`src/hw/video_settings.svh`:
```
`ifndef VIDEO_SETTINGS_SVH
`define VIDEO_SETTINGS_SVH

// atm mode codes
`define VID_ATM_ZX      3'b011 // pentagon register is in charge
`define VID_ATM_HMCLR   3'b010 // 640x200 hardware multicolor
`define VID_ATM_16C     3'b000 // 320x200 16 colors
`define VID_ATM_TEXT    3'b110 // 80x25 text

// pentagon mode codes, 11 acts as zx
`define VID_PENT_ZX     2'b00
`define VID_PENT_HMCLR  2'b01
`define VID_PENT_16C    2'b10

// bandwidth classes
`define VID_BW_1_8      2'b00
`define VID_BW_1_4      2'b01

// raster totals, h in s3 strobes
`define VID_H_TOTAL     448
`define VID_V_TOTAL     320
`define VID_HSYNC_BEG   368
`define VID_HSYNC_LEN   32
`define VID_VSYNC_BEG   280
`define VID_VSYNC_LEN   4

// visible windows, bounds inclusive
`define VID_PENT_H_BEG  64
`define VID_PENT_H_END  319
`define VID_PENT_V_BEG  64
`define VID_PENT_V_END  255
`define VID_ATM_H_BEG   32
`define VID_ATM_H_END   351
`define VID_ATM_V_BEG   60
`define VID_ATM_V_END   259

// fetch periods in strobes
`define VID_FETCH_P8    8
`define VID_FETCH_P4    4

`endif

```
`src/hw/video_pkg.sv`:
```
package video_pkg;

	// mode register contents as written by the cpu
	typedef logic [1:0] pent_vmode_t; // pentagon mode, 00 is plain zx
	typedef logic [2:0] atm_vmode_t;  // atm mode, 011 hands control to pentagon

	// memory bandwidth class requested by the current mode
	// 0 - one fetch per 8 strobes, 1 - one per 4
	// 2 and 3 are reserved for denser modes
	typedef logic [1:0] vid_bw_t;

	// raster positions, counted in s3 strobes and lines
	typedef logic [8:0] hpos_t; // 0..447
	typedef logic [8:0] vpos_t; // 0..319

endpackage

```
`src/hw/video_fetch_sched.sv`:
```
`timescale 1ns/100ps
`include "video_settings.svh"

module video_fetch_sched (
	input  logic                 clk,
	input  logic                 rst_n,
	input  logic                 s3,
	input  logic                 visible,   // window level from the raster
	input  video_pkg::vid_bw_t   mode_bw,
	output logic                 fetch_req  // one clk, coincident with s3
);

	logic [2:0] strobe_cnt; // visible strobes since window start, modulo 8
	logic [2:0] period_mask;
	logic       visible_d;

	// periods are powers of two, so a mask picks the multiples
	// reserved classes fall back to the 1/4 rate
	assign period_mask = (mode_bw == `VID_BW_1_8) ? 3'(`VID_FETCH_P8 - 1)
	                                              : 3'(`VID_FETCH_P4 - 1);

	always_ff @(posedge clk) begin
		if (!rst_n) begin
			strobe_cnt <= 3'd0;
			visible_d  <= 1'b0;
		end else begin
			visible_d <= visible;
			if (visible && !visible_d) begin
				strobe_cnt <= 3'd0; // window opened, restart the count
			end else if (s3 && visible) begin
				strobe_cnt <= strobe_cnt + 3'd1;
			end
		end
	end

	assign fetch_req = s3 && visible && ((strobe_cnt & period_mask) == 3'd0);

endmodule

```
`src/hw/video_front.sv`:
```
`timescale 1ns/100ps

module video_front (
	input  logic                 clk,
	input  logic                 rst_n,
	input  logic                 port_wr,
	input  logic                 port_sel,
	input  logic [2:0]           port_data,
	output logic                 mode_atm_n_pent,
	output logic                 mode_zx,
	output logic                 mode_p_16c,
	output logic                 mode_p_hmclr,
	output logic                 mode_a_hmclr,
	output logic                 mode_a_16c,
	output logic                 mode_a_text,
	output logic                 mode_pixf_14,
	output video_pkg::vid_bw_t   mode_bw,
	output logic                 hsync,
	output logic                 vsync,
	output logic                 border,
	output logic                 fetch_req
);

	video_pkg::pent_vmode_t pent_vmode;
	video_pkg::atm_vmode_t  atm_vmode;
	logic                   s3;      // shared phase strobe
	logic                   visible;

	video_port_regs u_port_regs (
		.clk        (clk),
		.rst_n      (rst_n),
		.port_wr    (port_wr),
		.port_sel   (port_sel),
		.port_data  (port_data),
		.pent_vmode (pent_vmode),
		.atm_vmode  (atm_vmode)
	);

	video_modedecode u_modedecode (
		.clk             (clk),
		.rst_n           (rst_n),
		.s3              (s3),
		.pent_vmode      (pent_vmode),
		.atm_vmode       (atm_vmode),
		.mode_atm_n_pent (mode_atm_n_pent),
		.mode_zx         (mode_zx),
		.mode_p_16c      (mode_p_16c),
		.mode_p_hmclr    (mode_p_hmclr),
		.mode_a_hmclr    (mode_a_hmclr),
		.mode_a_16c      (mode_a_16c),
		.mode_a_text     (mode_a_text),
		.mode_pixf_14    (mode_pixf_14),
		.mode_bw         (mode_bw)
	);

	// positions go to the pixel side, which is not part of this block
	video_raster u_raster (
		.clk             (clk),
		.rst_n           (rst_n),
		.mode_atm_n_pent (mode_atm_n_pent),
		.s3              (s3),
		.hpos            (),
		.vpos            (),
		.visible         (visible),
		.hsync           (hsync),
		.vsync           (vsync),
		.border          (border)
	);

	video_fetch_sched u_fetch_sched (
		.clk       (clk),
		.rst_n     (rst_n),
		.s3        (s3),
		.visible   (visible),
		.mode_bw   (mode_bw),
		.fetch_req (fetch_req)
	);

endmodule

```
`src/hw/video_modedecode.sv`:
```
`timescale 1ns/100ps
`include "video_settings.svh"

module video_modedecode (
	input  logic                     clk,
	input  logic                     rst_n,
	input  logic                     s3,              // phase strobe, decode updates here
	input  video_pkg::pent_vmode_t   pent_vmode,
	input  video_pkg::atm_vmode_t    atm_vmode,
	output logic                     mode_atm_n_pent, // 1 - atm geometry, 0 - pentagon
	output logic                     mode_zx,
	output logic                     mode_p_16c,
	output logic                     mode_p_hmclr,
	output logic                     mode_a_hmclr,
	output logic                     mode_a_16c,
	output logic                     mode_a_text,
	output logic                     mode_pixf_14,    // 14 MHz pixel clock, else 7
	output video_pkg::vid_bw_t       mode_bw
);

	logic is_atm;      // one of the three defined atm modes
	logic pent_active; // atm code hands the screen to the pentagon register
	logic pent_zx;     // pentagon value reads as zx
	video_pkg::vid_bw_t bw_next;

	always_comb begin
		case (atm_vmode)
			`VID_ATM_HMCLR,
			`VID_ATM_16C,
			`VID_ATM_TEXT: is_atm = 1'b1;
			default:       is_atm = 1'b0; // undefined codes keep pentagon geometry
		endcase
	end

	assign pent_active = (atm_vmode == `VID_ATM_ZX);
	assign pent_zx     = (pent_vmode == `VID_PENT_ZX) || (pent_vmode == 2'b11);

	// 16 color pentagon doubles the fetch rate, every atm mode needs it too
	assign bw_next = (pent_active && (pent_vmode != `VID_PENT_16C)) ? `VID_BW_1_8
	                                                                 : `VID_BW_1_4;

	always_ff @(posedge clk) begin
		if (!rst_n) begin
			mode_atm_n_pent <= 1'b0;
			mode_zx         <= 1'b0;
			mode_p_16c      <= 1'b0;
			mode_p_hmclr    <= 1'b0;
			mode_a_hmclr    <= 1'b0;
			mode_a_16c      <= 1'b0;
			mode_a_text     <= 1'b0;
			mode_pixf_14    <= 1'b0;
			mode_bw         <= `VID_BW_1_8;
		end else if (s3) begin
			mode_atm_n_pent <= is_atm;

			// zx also covers undefined atm codes when pentagon says zx
			mode_zx <= !is_atm && pent_zx;

			// pentagon specific modes only with atm in zx mode
			mode_p_16c   <= pent_active && (pent_vmode == `VID_PENT_16C);
			mode_p_hmclr <= pent_active && (pent_vmode == `VID_PENT_HMCLR);

			mode_a_hmclr <= (atm_vmode == `VID_ATM_HMCLR); // 640 wide
			mode_a_16c   <= (atm_vmode == `VID_ATM_16C);   // 320 wide
			mode_a_text  <= (atm_vmode == `VID_ATM_TEXT);  // 80 columns

			// both 640 pixel modes run the fast pixel clock
			mode_pixf_14 <= (atm_vmode == `VID_ATM_HMCLR) || (atm_vmode == `VID_ATM_TEXT);

			mode_bw <= bw_next;
		end
	end

endmodule

```
`src/hw/video_port_regs.sv`:
```
`timescale 1ns/100ps
`include "video_settings.svh"

module video_port_regs (
	input  logic                     clk,
	input  logic                     rst_n,
	input  logic                     port_wr,   // one clk write pulse from the bus side
	input  logic                     port_sel,  // 0 - pentagon, 1 - atm
	input  logic [2:0]               port_data,
	output video_pkg::pent_vmode_t   pent_vmode,
	output video_pkg::atm_vmode_t    atm_vmode
);

	// both registers come up in plain zx
	always_ff @(posedge clk) begin
		if (!rst_n) begin
			pent_vmode <= `VID_PENT_ZX;
			atm_vmode  <= `VID_ATM_ZX;
		end else if (port_wr) begin
			// only the addressed register changes
			if (port_sel) begin
				atm_vmode <= port_data;
			end else begin
				pent_vmode <= port_data[1:0]; // top bit ignored
			end
		end
	end

endmodule

```
`src/hw/video_raster.sv`:
```
`timescale 1ns/100ps
`include "video_settings.svh"

module video_raster (
	input  logic                clk,
	input  logic                rst_n,
	input  logic                mode_atm_n_pent, // family from the decoder
	output logic                s3,              // one clk in four
	output video_pkg::hpos_t    hpos,
	output video_pkg::vpos_t    vpos,
	output logic                visible,
	output logic                hsync,
	output logic                vsync,
	output logic                border
);

	logic [1:0]       phase;
	logic             line_atm; // family held for the whole line
	logic             h_last;
	logic             v_last;
	logic             in_win;
	logic             hsync_on;
	logic             vsync_on;
	video_pkg::hpos_t h_beg;
	video_pkg::hpos_t h_end;
	video_pkg::vpos_t v_beg;
	video_pkg::vpos_t v_end;

	// phase counter, s3 fires as phase leaves 3
	always_ff @(posedge clk) begin
		if (!rst_n) begin
			phase <= 2'd0;
			s3    <= 1'b0;
		end else begin
			phase <= phase + 2'd1;
			s3    <= (phase == 2'd3);
		end
	end

	assign h_last = (hpos == video_pkg::hpos_t'(`VID_H_TOTAL - 1));
	assign v_last = (vpos == video_pkg::vpos_t'(`VID_V_TOTAL - 1));

	// h counts strobes, v counts lines
	always_ff @(posedge clk) begin
		if (!rst_n) begin
			hpos     <= '0;
			vpos     <= '0;
			line_atm <= 1'b0; // pentagon geometry out of reset
		end else if (s3) begin
			if (h_last) begin
				hpos     <= '0;
				line_atm <= mode_atm_n_pent; // sampled only at line start
				vpos     <= v_last ? '0 : vpos + 9'd1;
			end else begin
				hpos <= hpos + 9'd1;
			end
		end
	end

	// window bounds for the latched family
	assign h_beg = line_atm ? video_pkg::hpos_t'(`VID_ATM_H_BEG) : video_pkg::hpos_t'(`VID_PENT_H_BEG);
	assign h_end = line_atm ? video_pkg::hpos_t'(`VID_ATM_H_END) : video_pkg::hpos_t'(`VID_PENT_H_END);
	assign v_beg = line_atm ? video_pkg::vpos_t'(`VID_ATM_V_BEG) : video_pkg::vpos_t'(`VID_PENT_V_BEG);
	assign v_end = line_atm ? video_pkg::vpos_t'(`VID_ATM_V_END) : video_pkg::vpos_t'(`VID_PENT_V_END);

	assign in_win = (hpos >= h_beg) && (hpos <= h_end) && (vpos >= v_beg) && (vpos <= v_end);

	assign hsync_on = (hpos >= video_pkg::hpos_t'(`VID_HSYNC_BEG))
	               && (hpos < video_pkg::hpos_t'(`VID_HSYNC_BEG + `VID_HSYNC_LEN));
	assign vsync_on = (vpos >= video_pkg::vpos_t'(`VID_VSYNC_BEG))
	               && (vpos < video_pkg::vpos_t'(`VID_VSYNC_BEG + `VID_VSYNC_LEN));

	// levels settle one clk after the strobe that moved hpos
	always_ff @(posedge clk) begin
		if (!rst_n) begin
			visible <= 1'b0;
			border  <= 1'b1;
			hsync   <= 1'b0;
			vsync   <= 1'b0;
		end else begin
			visible <= in_win;
			border  <= !in_win;
			hsync   <= hsync_on;
			vsync   <= vsync_on;
		end
	end

endmodule

```
`config.mk`:
```
export PLATFORM = sky130hd
export DESIGN_NAME = video_front
export DESIGN_NICKNAME = d
export VERILOG_FILES = /design/src/hw/video_pkg.sv /design/src/hw/video_fetch_sched.sv /design/src/hw/video_front.sv /design/src/hw/video_modedecode.sv /design/src/hw/video_port_regs.sv /design/src/hw/video_raster.sv
export VERILOG_INCLUDE_DIRS = /design/src /design/src/hw
export SDC_FILE = /design/constraint.sdc
export NUM_CORES = 1
export LEC_CHECK = 0
export ABC_CLOCK_PERIOD_IN_PS = 6500
export BUFFER_PORTS_ARGS = -buffer_cell sky130_fd_sc_hd__buf_2
export CORE_ASPECT_RATIO = 0.8
export CORE_MARGIN = 2
export CORE_UTILIZATION = 55
export CTS_CLUSTER_DIAMETER = 60
export CTS_CLUSTER_SIZE = 10
export DETAILED_ROUTE_END_ITERATION = 10
export PLACE_DENSITY_LB_ADDON = 0.25
export SYNTH_ARGS = -nofsm -noshare
export SYNTH_HDL_FRONTEND = slang
export SYNTH_SLANG_ARGS = --single-unit
```
`constraint.sdc`:
```
create_clock -name clk -period 6.5 [get_ports clk]
set_clock_uncertainty 0.1 [all_clocks]
set_input_delay 1.625 -clock clk [delete_from_list [all_inputs] [get_ports clk]]
set_output_delay 1.625 -clock clk [all_outputs]
set_load 0.02 [all_outputs]
```
[After elaboration in Yosys (flattened, before gate mapping)]
Index checks and enable logic that the tools add are counted.
Storage, ports and cells
  logic and storage cells: 82
  output and inout port bits: 14
  input bits: 7
  bits in registers: 45
Cells by class
  add/sub/neg operators: 4
  magnitude comparators: 8
  reduce and logical (&&, ||, !) cells: 26
  equal/unequal tests: 10
  mux-type cells: 9
  bitwise operators: 3
Operators by type and width (count)
  $mux W9: 3
  $mux W7: 3
  $add A9 B1 Y9 const B: 2
  $eq A9 B9 Y1 const B: 2
  $ge A9 B9 Y1: 2
  $ge A9 B9 Y1 const B: 2
  $le A9 B9 Y1: 2
  $lt A9 B9 Y1 const B: 2
  $logic_and A1 B1 Y1: 12
  $eq A2 B2 Y1 const B: 3
  $eq A3 B2 Y1 const B: 2
  $logic_not A3 Y1: 2
  $reduce_and A2 Y1: 3
  $logic_not A2 Y1: 2
  $add A3 B1 Y3 const B: 1
  $and A3 B3 Y3: 1
  $eq A3 B3 Y1 const B: 1
  $logic_not A1 Y1: 3
  $mux W3: 1
  $reduce_or A3 Y1: 1
  $add A2 B1 Y2 const B: 1
  $eq A2 B1 Y1 const B: 1
  $logic_or A1 B1 Y1: 2
  $mux W1: 2
  other kinds (3): 4

[Longest topological paths before layout]
Gate-level depths: netlist of the first run.
  word-level depth: 6
  gate-level depth with buffers: 8
  gate-level depth less buffers: 7

[Cells and area by module]
Synthesis of the first run repeated with hierarchy kept, for this count alone.
Second synthesis, totals
  cells, all modules: 271
  area total of the unflattened synthesis: 2429.8 sq um
By module, submodules not included
  video_raster: area each 1571.5 sq um, times used 1, seq. area each 520.5 sq um, cells each 176
  video_modedecode: area each 434.2 sq um, times used 1, seq. area each 180.2 sq um, cells each 46
  video_fetch_sched: area each 214.0 sq um, times used 1, seq. area each 80.1 sq um, cells each 26
  video_port_regs: area each 210.2 sq um, times used 1, seq. area each 100.1 sq um, cells each 23

[Worst setup path after synthesis of the first run]
OpenSTA, ideal clock, no wires.
  path kind: reg2out
  from: register u_raster.s3
  to: output fetch_req
  stages on the path, launching flop included: 5
  data arrival time: 1.379 ns
  setup slack: 3.396 ns
  data required time: 4.775 ns
  path buffers: 2
  cell sequence: dfxtp_1 buf_1 clkbuf_1 nand3_1 a21oi_1
On the way
  word-level cells in the longest chain between the ends: 2
Ends and longest elaborated chain
  start, declared: line video_raster.sv:8  | output logic s3,
  start signal, assigned: line video_raster.sv:36  | s3 <= (phase == 2'd3);
  $logic_and A1 B1 Y1 (2 in series): line video_fetch_sched.sv:36  | assign fetch_req = s3 && visible && ((strobe_cnt & period_mask) == 3'd0);
  end, declared: line video_front.sv:21  | output logic fetch_req
No other way between the ends.

[Final worst setup path of the first run]
Ends and elaborated chain as after synthesis.

==> flow_summary_export.csv, run 1 <==
group,metric,value,unit
sta,max_clock_freq,0.308,GHz
logic_synthesis,syn_inst,276,
worst_hold_path,hp-start,"u_raster.phase[0]",
floorplan,ioPinCount,21,
worst_setup_path,crit_slowest_cell,"dfxtp_1",
routing,dr_total_vias,1847,
worst_setup_path,crit_arrival,1.53,ns
clock_tree,cts_setup_buffers,0,
sta,finalSetupViolCount,0,
floorplan,die_w,78.0,um
finish,syn_to_final_growth,7.38,%
worst_setup_path,path_class,"register to primary output",
routing,firstDrtPassIters,5,
global_routing,grt_pass1_vias,1720,
floorplan,dieArea,0.00493,mm2
sta,tns,0,ns
global_routing,grt_max_degree,38,
routing,postRouteAntennaNets,0,
logic_synthesis,ys_ff_latch,44,
sta,slew_headroom,0.519,
logic_synthesis,synth_warnings,0,
global_routing,grt_antenna_before_repair,0,
global_routing,grt_pass1_wl,7590,um
logic_synthesis,synth.cell_area,0.00241,mm2
sta,finalCritPeriodShare,0.500,
finish,seqCellArea,881,um2
routing,drc,0,
clock_tree,cts.path.max_buffers,2,
clock_tree,holdBufCountCts,0,
logic_synthesis,ys_top_cells_by_area,"dfxtp_1 37%, ha_1 12%, nor2b_1 5.5%",
finish,layout-drive-gt1-share,0.107,
worst_setup_path,crit-reg2reg-launch,"u_raster.line_atm",
sta,rsz0062_at_grt,"false",
worst_setup_path,worstPathMaxFanout,23,
finish,layout_commonest_cell,"dfxtp_1",
place,io_buffers,19,
worst_setup_path,endpoint_kind,"primary output",
worst_setup_path,reg2reg_depth,6,
sta,hold_viol,0,
place,gp_congestion,0.769,
run_status,status,"finished, final reports clean",
clock_tree,h-tree-depth,2,
floorplan,initial_core_util,0.573,
logic_synthesis,synth_cell_types,49,
power_and_ir_drop,cellPowerDensity,176,mW/mm2
finish,final_cell_mix,"44 x dfxtp_1, 24 x ha_1, 22 x nand2_1",
clock_tree,cts_resized,0,
routing,routed_wl,4210,um
global_routing,grt_usage,0.190,
routing,viasPerCell,5.31,
finish,fin_nets,322,
sta,worstMarginPinSlew,0.720,ns
logic_synthesis,yosys.area.top_type,"dfxtp_1",
clock_tree,cts_root_buf,"clkbuf_8",
worst_setup_path,crit_chain,"nand3_1, a21oi_1, buf_2",
global_routing,grt.overflow.total,0,
power_and_ir_drop,power_leakage,1.08,nW
floorplan,dieHeight,63.2,um
place,dp_hpwl,3020,um
power_and_ir_drop,ir_drop,137,uV
floorplan,rows,21,
worst_hold_path,hold_class,"register to register",
worst_hold_path,hold_depth,1,
worst_setup_path,crit_path_start_kind,"register",
logic_synthesis,yosysTopAreaCellShare,0.366,
clock_tree,clk_latency,0.30,ns
routing,drt_iter0_markers,62,
clock_tree,clock-sinks,44,
sta,holdWs,0.330,ns
sta,final-max-slew-violation-count,0,
worst_setup_path,required,4.78,ns
logic_synthesis,seq_area_frac_synth,0.366,
logic_synthesis,avgSynthCellArea,8.72,um2
clock_tree,cts_buffers,5,
clock_tree,cts.clk_slew.worst_paths,0.07,ns
logic_synthesis,syn_nets,307,
clock_tree,cts_tree,"done",
run,cap_violations,0,
finish,antennaDiodeCount,0,
finish,fill_cells,390,
worst_setup_path,setup.worst_path.start,"u_raster.s3",
finish,multiInputGateArea,0.00139,mm2
worst_setup_path,max_stage_delay,0.79,ns
sta,fin_crit,3.25,ns
floorplan,core-area,0.00420,mm2
routing,routedWlPerCell,12.1,um
-- synth_stat cells (all sizes together) --
| cell type | instances |
|---|---|
| nor2b | 21 |
| a41oi | 1 |
| and3 | 5 |
| a31oi | 2 |
| nor3b | 1 |
| conb | 1 |
| inv | 19 |
| o21ai | 9 |
| xor2 | 5 |
| nand4b | 3 |
| ha | 24 |
| a21oi | 14 |
| clkbuf | 5 |
| a211o | 1 |
| nor2 | 18 |
| or3 | 1 |
| a21boi | 7 |
| dfxtp | 44 |
| a32oi | 1 |
| nor4 | 1 |
| and4 | 1 |
| nand2b | 2 |
| buf | 6 |
| nand2 | 22 |
| and2 | 12 |
| nor3 | 3 |
| o2111ai | 1 |
| or4b | 3 |
| mux2 | 1 |
| a2111o | 1 |
| o31ai | 2 |
| or3b | 1 |
| mux2i | 6 |
| nand3 | 17 |
| o22ai | 1 |
| nor4b | 1 |
| and3b | 1 |
| xnor2 | 6 |
| nand4 | 5 |
| o211ai | 1 |
-- power breakdown --
part           switching (W)  leakage (nW)  internal [W]
Combinational      0.0000107         0.682    0.00000812
Sequential        0.00000364         0.356      0.000273
Clock              0.0000873        0.0410     0.0000731
Total               0.000102          1.08      0.000354
-- registers in the layout (all words and copies together) (netlist names) --
signal,count
u_raster.phase,2
u_modedecode.mode_a_hmclr,1
u_modedecode.mode_zx,1
u_modedecode.mode_p_16c,1
u_raster.vsync,1
u_raster.vpos,9
u_modedecode.mode_a_16c,1
u_raster.line_atm,1
u_raster.s3,1
u_fetch_sched.visible_d,1
u_fetch_sched.strobe_cnt,3
u_raster.hsync,1
u_modedecode.mode_pixf_14,1
u_modedecode.mode_atm_n_pent,1
u_raster.hpos,9
u_port_regs.atm_vmode,3
u_port_regs.pent_vmode,2
u_modedecode.mode_bw,1
u_raster.border,1
u_modedecode.mode_p_hmclr,1
u_raster.visible,1
u_modedecode.mode_a_text,1
-- worst max-delay path, delay by kind of cell (launching register included) --
family,cells,cell delay [ns]
buffers and inverters,1,0.17
and+or+nand+nor,1,0.13
AOI/OAI and AO/OA,1,0.14
DFF,1,0.79
-- stage by stage --
step           total power, W  utilization  instance area, um2  instances  setup WS, ns
6_report             0.000456        0.615                2580        348          3.25
5_1_grt              0.000473        0.615                2580        348          3.10
4_1_cts              0.000460        0.615                2580        348          3.23
3_5_place_dp         0.000302        0.596                2510        341          3.56
3_3_place_gp         0.000302        0.596                2510        341          3.59
2_1_floorplan        0.000297            -                2410        276          3.40
-- final timing paths --
| check | end | slack, ns |
|---|---|---|
| min | u_raster.phase[0] | 0.33 |
| max reg2reg | u_raster.border | 3.84 |
| min reg2reg | u_raster.phase[0] | 0.33 |
| max | fetch_req | 3.25 |
-- logic make-up after synthesis --
logic type	after synthesis	synth area share
AO/OA/AOI/OAI	41	0.106
XOR/XNOR	11	0.0400
adder cells (fa/ha/maj)	24	0.125
buffers and inverters	30	0.0572
flip-flops	44	0.366
multiplexers	7	0.0296
other	1	0.00156
AND/OR/NAND/NOR	118	0.275
-- layer usage --
layer	part of all wire	wire length, um	GRT usage
met3	0.024	101	0.0387
met1	0.55	2320	0.263
met4	0.015	65	0.0724
met2	0.41	1730	0.292
met5	0	0	0
-- layout make-up --
cell class | count | area share
clock buffers | 6 | 0.0281
clock inverters | 1 | 0.00194
inverters | 19 | 0.0276
multi-input cells | 202 | 0.537
flip-flops and latches | 44 | 0.341
well taps | 57 | 0.0276
repair buffers | 19 | 0.0368
No activity file was read; power rests on OpenSTA's default activity.
==> inputs of run 2 (changes only) <==
ABC_AREA = 1   (was default)
ABC_CLOCK_PERIOD_IN_PS = 2800   (was 6500)
CORE_UTILIZATION = 53   (was 55)
clock period = 2.8 ns   (was 6.5 ns; I/O delays follow)
==> run 2 against run 1 <==
Compared with the run above:
- die area is 6.2% higher
- power rose to 2.6 times the previous value
- worst setup slack lost 2.5 ns
- critical path type unchanged
- critical endpoint unchanged
==> flow_summary_export.csv, run 2 <==
group,metric,value,unit
logic_synthesis,synth_cell_types,30,
place,dp_hpwl,3620,um
logic_synthesis,yosys-top-cells-count,"95 x nand2_1, 56 x inv_1, 44 x dfxtp_1, 38 x nor2_1, 24 x ha_1",
sta,max_clock_freq,0.495,GHz
floorplan,ioPinCount,21,
place,gp_congestion,0.840,
routing,routedWlPerCell,11.0,um
finish,layout-drive-gt1-share,0.106,
clock_tree,cts_buffers,5,
clock_tree,cts.clk_slew.worst_paths,0.08,ns
clock_tree,cts_setup_buffers,0,
finish,syn_to_final_growth,9.72,%
logic_synthesis,seq_area_frac_synth,0.356,
logic_synthesis,synth.cell_area,0.00247,mm2
routing,postRouteAntennaNets,0,
worst_setup_path,path_class,"register to primary output",
clock_tree,cts_tree,"done",
routing,firstDrtPassIters,4,
global_routing,grt_antenna_before_repair,0,
run,cap_violations,0,
worst_setup_path,crit_arrival,1.22,ns
sta,rsz0062_at_grt,"false",
worst_setup_path,crit_path_start_kind,"register",
clock_tree,cts.path.max_buffers,2,
logic_synthesis,yosysMostFrequentCell,"nand2_1",
sta,hold_viol,0,
clock_tree,h-tree-depth,2,
worst_setup_path,crit_slowest_cell,"dfxtp_1",
worst_setup_path,crit_chain,"nand2_1, nor2_1, buf_2",
run_status,status,"finished, final reports clean",
finish,top_regs,"u_raster.hpos: 9 flops, u_raster.vpos: 9 flops",
worst_setup_path,required,2.00,ns
floorplan,dieArea,0.00523,mm2
logic_synthesis,async_reset_ff_frac,0,
worst_setup_path,crit-reg2reg-launch,"u_raster.line_atm",
routing,routed_wl,4790,um
worst_setup_path,max_stage_delay,0.47,ns
routing,drc,0,
floorplan,rows,22,
worst_setup_path,r2r_setup_slack,0.84,ns
power_and_ir_drop,ir_drop,339,uV
finish,layout_commonest_cell,"nand2_1",
power_and_ir_drop,power_leakage,1.38,nW
floorplan,dieHeight,65.1,um
routing,drt_iter0_markers,135,
logic_synthesis,avgSynthCellArea,6.96,um2
worst_hold_path,hold_class,"register to register",
logic_synthesis,ys_top_cells_by_area,"dfxtp_1 36%, nand2_1 14%, ha_1 12%",
sta,finalSetupViolCount,0,
global_routing,grt_usage,0.207,
place,place_ws,0.849,ns
floorplan,core-area,0.00454,mm2
clock_tree,clk_latency,0.29,ns
finish,final_cells,436,
place,io_buffers,19,
global_routing,grt_pass1_vias,2008,
floorplan,initial_core_util,0.544,
worst_setup_path,worstPathMaxFanout,7,
finish,antennaDiodeCount,0,
power_and_ir_drop,cellPowerDensity,433,mW/mm2
sta,final-max-slew-violation-count,0,
floorplan,die_w,80.4,um
clock_tree,cts_root_buf,"clkbuf_8",
logic_synthesis,syn_inst,355,
global_routing,grt.overflow.total,0,
clock_tree,holdBufCountCts,0,
sta,worst_slack,0.779,ns
sta,fin_crit,2.02,ns
routing,viasPerCell,4.94,
worst_setup_path,setup.worst_path.start,"u_raster.s3",
logic_synthesis,synth_flop_cell,"dfxtp_1",
logic_synthesis,yosys.area.top_type,"dfxtp_1",
routing,dr_total_vias,2153,
logic_synthesis,syn_nets,386,
logic_synthesis,synth_warnings,0,
sta,tns,0,ns
clock_tree,clock-sinks,44,
worst_setup_path,endpoint_kind,"primary output",
global_routing,grt_pass1_wl,8540,um
place,placed_cells,428,
finish,fin_nets,406,
logic_synthesis,synth_edf_count,0,
finish,final_cell_mix,"95 x nand2_1, 56 x inv_1, 44 x dfxtp_1",
sta,finalCritPeriodShare,0.722,
logic_synthesis,yosysTopAreaCellShare,0.356,
worst_hold_path,hp-start,"u_raster.phase[0]",
logic_synthesis,ys_ff_latch,44,
clock_tree,cts_resized,0,
global_routing,grt_max_degree,25,
-- run 2: changes by cell type after synthesis, sizes merged, moves of 5 or more --
cell	change
a21boi	-7
a21oi	+7
and2	-12
and3	-5
inv	+38
mux2i	-6
nand2	+77
nor2	+24
nor2b	-21
o21ai	+7
xnor2	-5
-- run 2: critical path, delay by kind of cell (launching register included) --
family / cells / cell delay (ns)
flops: 1 / 0.47
buf+inv: 1 / 0.17
simple gates: 2 / 0.29
-- run 2: metrics by stage --
step	hold slack (ns)	total power (W)	instance area, um2	util
floorplan	0.299	0.000697	2470	-
global placement	0.313	0.000713	2610	0.574
detailed placement	0.321	0.000714	2610	0.574
CTS	0.332	0.00119	2710	0.597
global route	0.371	0.00123	2710	0.597
finish	0.329	0.00117	2710	0.597
-- run 2: kinds of logic after synthesis --
kind of cell | share of synthesized area
other | 0.00152
xor gates and xnor gates | 0.0106
adders and majority gates | 0.121
DFF | 0.356
AOI/OAI and AO/OA | 0.0956
buffers and inverters | 0.105
and+or+nand+nor | 0.310
-- run 2: layout make-up --
class	instances	area (um2)
Inverter	57	214
Tap cell	60	75.1
Fill cell	447	1830
Clock inverter	2	35.0
Multi-Input combinational cell	247	1330
Sequential cell	44	881
Timing Repair Buffer	20	103
Clock buffer	6	72.6
-- run 2: report_power, final --
part	internal (W)	total, W	switching [W]
sequential	0.000636	0.000642	0.00000577
clock	0.000265	0.000476	0.000211
combinational	0.0000184	0.0000571	0.0000388
total	0.000920	0.00117	0.000255
-- run 2: per-layer routing --
layer | vias up | part of all wire | global-route usage | wire, um
met5 | - | 0 | 0 | 0
met4 | 0 | 0.0084 | 0.0678 | 40
met3 | 4 | 0.036 | 0.0563 | 172
met2 | 35 | 0.45 | 0.326 | 2160
met1 | 961 | 0.50 | 0.275 | 2420
li1 | 1153 | - | - | -
-- run 2: worst paths after layout --
kind	to	cells past startpoint
setup / recovery	fetch_req	3
hold / removal	u_raster.phase[0]	1
setup reg to reg	u_raster.visible	8
hold reg to reg	u_raster.phase[0]	1
==> inputs of run 3 (changes only) <==
ABC_CLOCK_PERIOD_IN_PS = 2110   (was 2800)
CORE_UTILIZATION = 55   (was 53)
clock period = 2.11 ns   (was 2.8 ns; I/O delays follow)
==> run 3 against run 2 <==
Compared with the run above:
- non-clock buffer count increased by 4
- via count up 2.4%
- sequential power rose by 33%
- sequential cell count unchanged
- design area grew 0.97%
- power up 33%
- largest power group unchanged
- cell count rose by 0.23%
- register-to-register slack got worse by 0.49 ns
- wire length increased by 8.3%
- sequential share of layout area decreased by 0.31 points
==> flow_summary_export.csv, run 3 (synthesis results as in run 2) <==
group,metric,value,unit
global_routing,grt_antenna_before_repair,0,
finish,fill_cells,387,
clock_tree,cts_buffers,5,
global_routing,grt.overflow.total,0,
clock_tree,cts_tree,"done",
run,cap_violations,0,
routing,viasPerCell,5.04,
finish,final_cell_mix,"95 x nand2_1, 56 x inv_1, 44 x dfxtp_1",
routing,dr_total_vias,2204,
routing,postRouteAntennaNets,0,
worst_setup_path,crit_chain,"nand2_1, nor2_1, buf_2",
worst_setup_path,path_class,"register to primary output",
worst_setup_path,crit_path_start_kind,"register",
floorplan,initial_core_util,0.581,
routing,routed_wl,5190,um
sta,finalCritPeriodShare,0.925,
finish,multiInputGateArea,0.00133,mm2
clock_tree,h-tree-depth,2,
power_and_ir_drop,total_power,0.00156,W
place,io_buffers,19,
floorplan,core-area,0.00426,mm2
worst_setup_path,worstPathMaxFanout,10,
finish,top_regs,"u_raster.hpos: 9 flops, u_raster.vpos: 9 flops",
clock_tree,holdBufCountCts,0,
finish,seqCellArea,881,um2
worst_setup_path,max_stage_delay,0.54,ns
routing,firstDrtPassIters,5,
floorplan,ioPinCount,21,
routing,drt_iter0_markers,127,
clock_tree,cts_root_buf,"clkbuf_8",
clock_tree,cts_resized,0,
power_and_ir_drop,power_leakage,1.40,nW
place,placed_cells,429,
finish,post-route-util,0.643,
worst_setup_path,required,1.48,ns
power_and_ir_drop,cellPowerDensity,571,mW/mm2
clock_tree,clk_latency,0.30,ns
finish,layout_commonest_cell,"nand2_1",
finish,fin_nets,410,
floorplan,rows,21,
routing,drc,0,
power_and_ir_drop,ir_drop,372,uV
sta,tns,0,ns
worst_hold_path,hold_class,"register to register",
worst_setup_path,endpoint_kind,"primary output",
sta,max_clock_freq,0.512,GHz
global_routing,grt_max_degree,14,
clock_tree,cts_setup_buffers,0,
clock_tree,cts.clk_slew.worst_paths,0.08,ns
worst_setup_path,crit_arrival,1.33,ns
global_routing,grt_usage,0.223,
global_routing,grt_pass1_wl,8780,um
finish,syn_to_final_growth,10.8,%
finish,antennaDiodeCount,0,
finish,layout-drive-gt1-share,0.116,
clock_tree,cts.path.max_buffers,2,
place,dp_hpwl,3890,um
sta,rsz0062_at_grt,"false",
sta,final-max-slew-violation-count,0,
sta,hold_viol,0,
run_status,status,"finished, final reports clean",
sta,fin_crit,1.95,ns
floorplan,die_w,79.0,um
global_routing,grt_pass1_vias,1998,
clock_tree,clock-sinks,44,
routing,routedWlPerCell,11.9,um
sta,finalSetupViolCount,0,
worst_setup_path,crit_slowest_cell,"dfxtp_1",
place,gp_congestion,0.880,
finish,final_cells,437,
floorplan,dieArea,0.00505,mm2
floorplan,dieHeight,64.0,um
==> run 3: worst max-delay path, delay by kind of cell, from the launching register on <==
family | cells | cell delay [ns]
buffers and inverters | 1 | 0.16
flip-flops | 1 | 0.54
AND/OR/NAND/NOR | 2 | 0.33
==> run 3: worst paths after layout <==
check	slack [ns]	to	start	cells after the start
worst max-delay path	0.16	fetch_req	u_raster.s3	3
worst min-delay path	0.33	u_raster.phase[0]	u_raster.phase[0]	1
worst max register to register	0.35	u_raster.visible	u_raster.hpos[5]	12
worst min register to register	0.33	u_raster.phase[0]	u_raster.phase[0]	1
==> run 3: through the flow <==
stage / setup WS [ns] / hold slack, ns / area, um2
global placement: 0.417 / 0.311 / 2630
global route: 0.0194 / 0.331 / 2740
finish: 0.157 / 0.332 / 2740
floorplan: 0.375 / 0.299 / 2470
detailed placement: 0.392 / 0.310 / 2630
CTS: 0.174 / 0.329 / 2740
==> run 3: where the power goes <==
group | total, W | switching, W | internal (W)
Combinational | 0.0000804 | 0.0000534 | 0.0000270
Sequential | 0.000853 | 0.00000841 | 0.000844
Clock | 0.000631 | 0.000280 | 0.000351
Total | 0.00156 | 0.000342 | 0.00122
==> run 3: routing by layer <==
| metal | up-vias | track usage | wire (um) | share of wire |
|---|---|---|---|---|
| met3 | 11 | 0.0551 | 236 | 0.045 |
| met2 | 65 | 0.338 | 2180 | 0.42 |
| met4 | 0 | 0.0862 | 105 | 0.020 |
| met1 | 967 | 0.305 | 2670 | 0.51 |
| met5 | - | 0 | 0 | 0 |
| li1 | 1161 | - | - | - |
==> run 3: area by class of cell <==
class,instances,area share
Clock buffer,6,0.0265
Clock inverter,2,0.0128
Inverter,57,0.0781
Multi-Input combinational cell,247,0.487
Sequential cell,44,0.322
Tap cell,57,0.0260
Timing Repair Buffer,24,0.0484
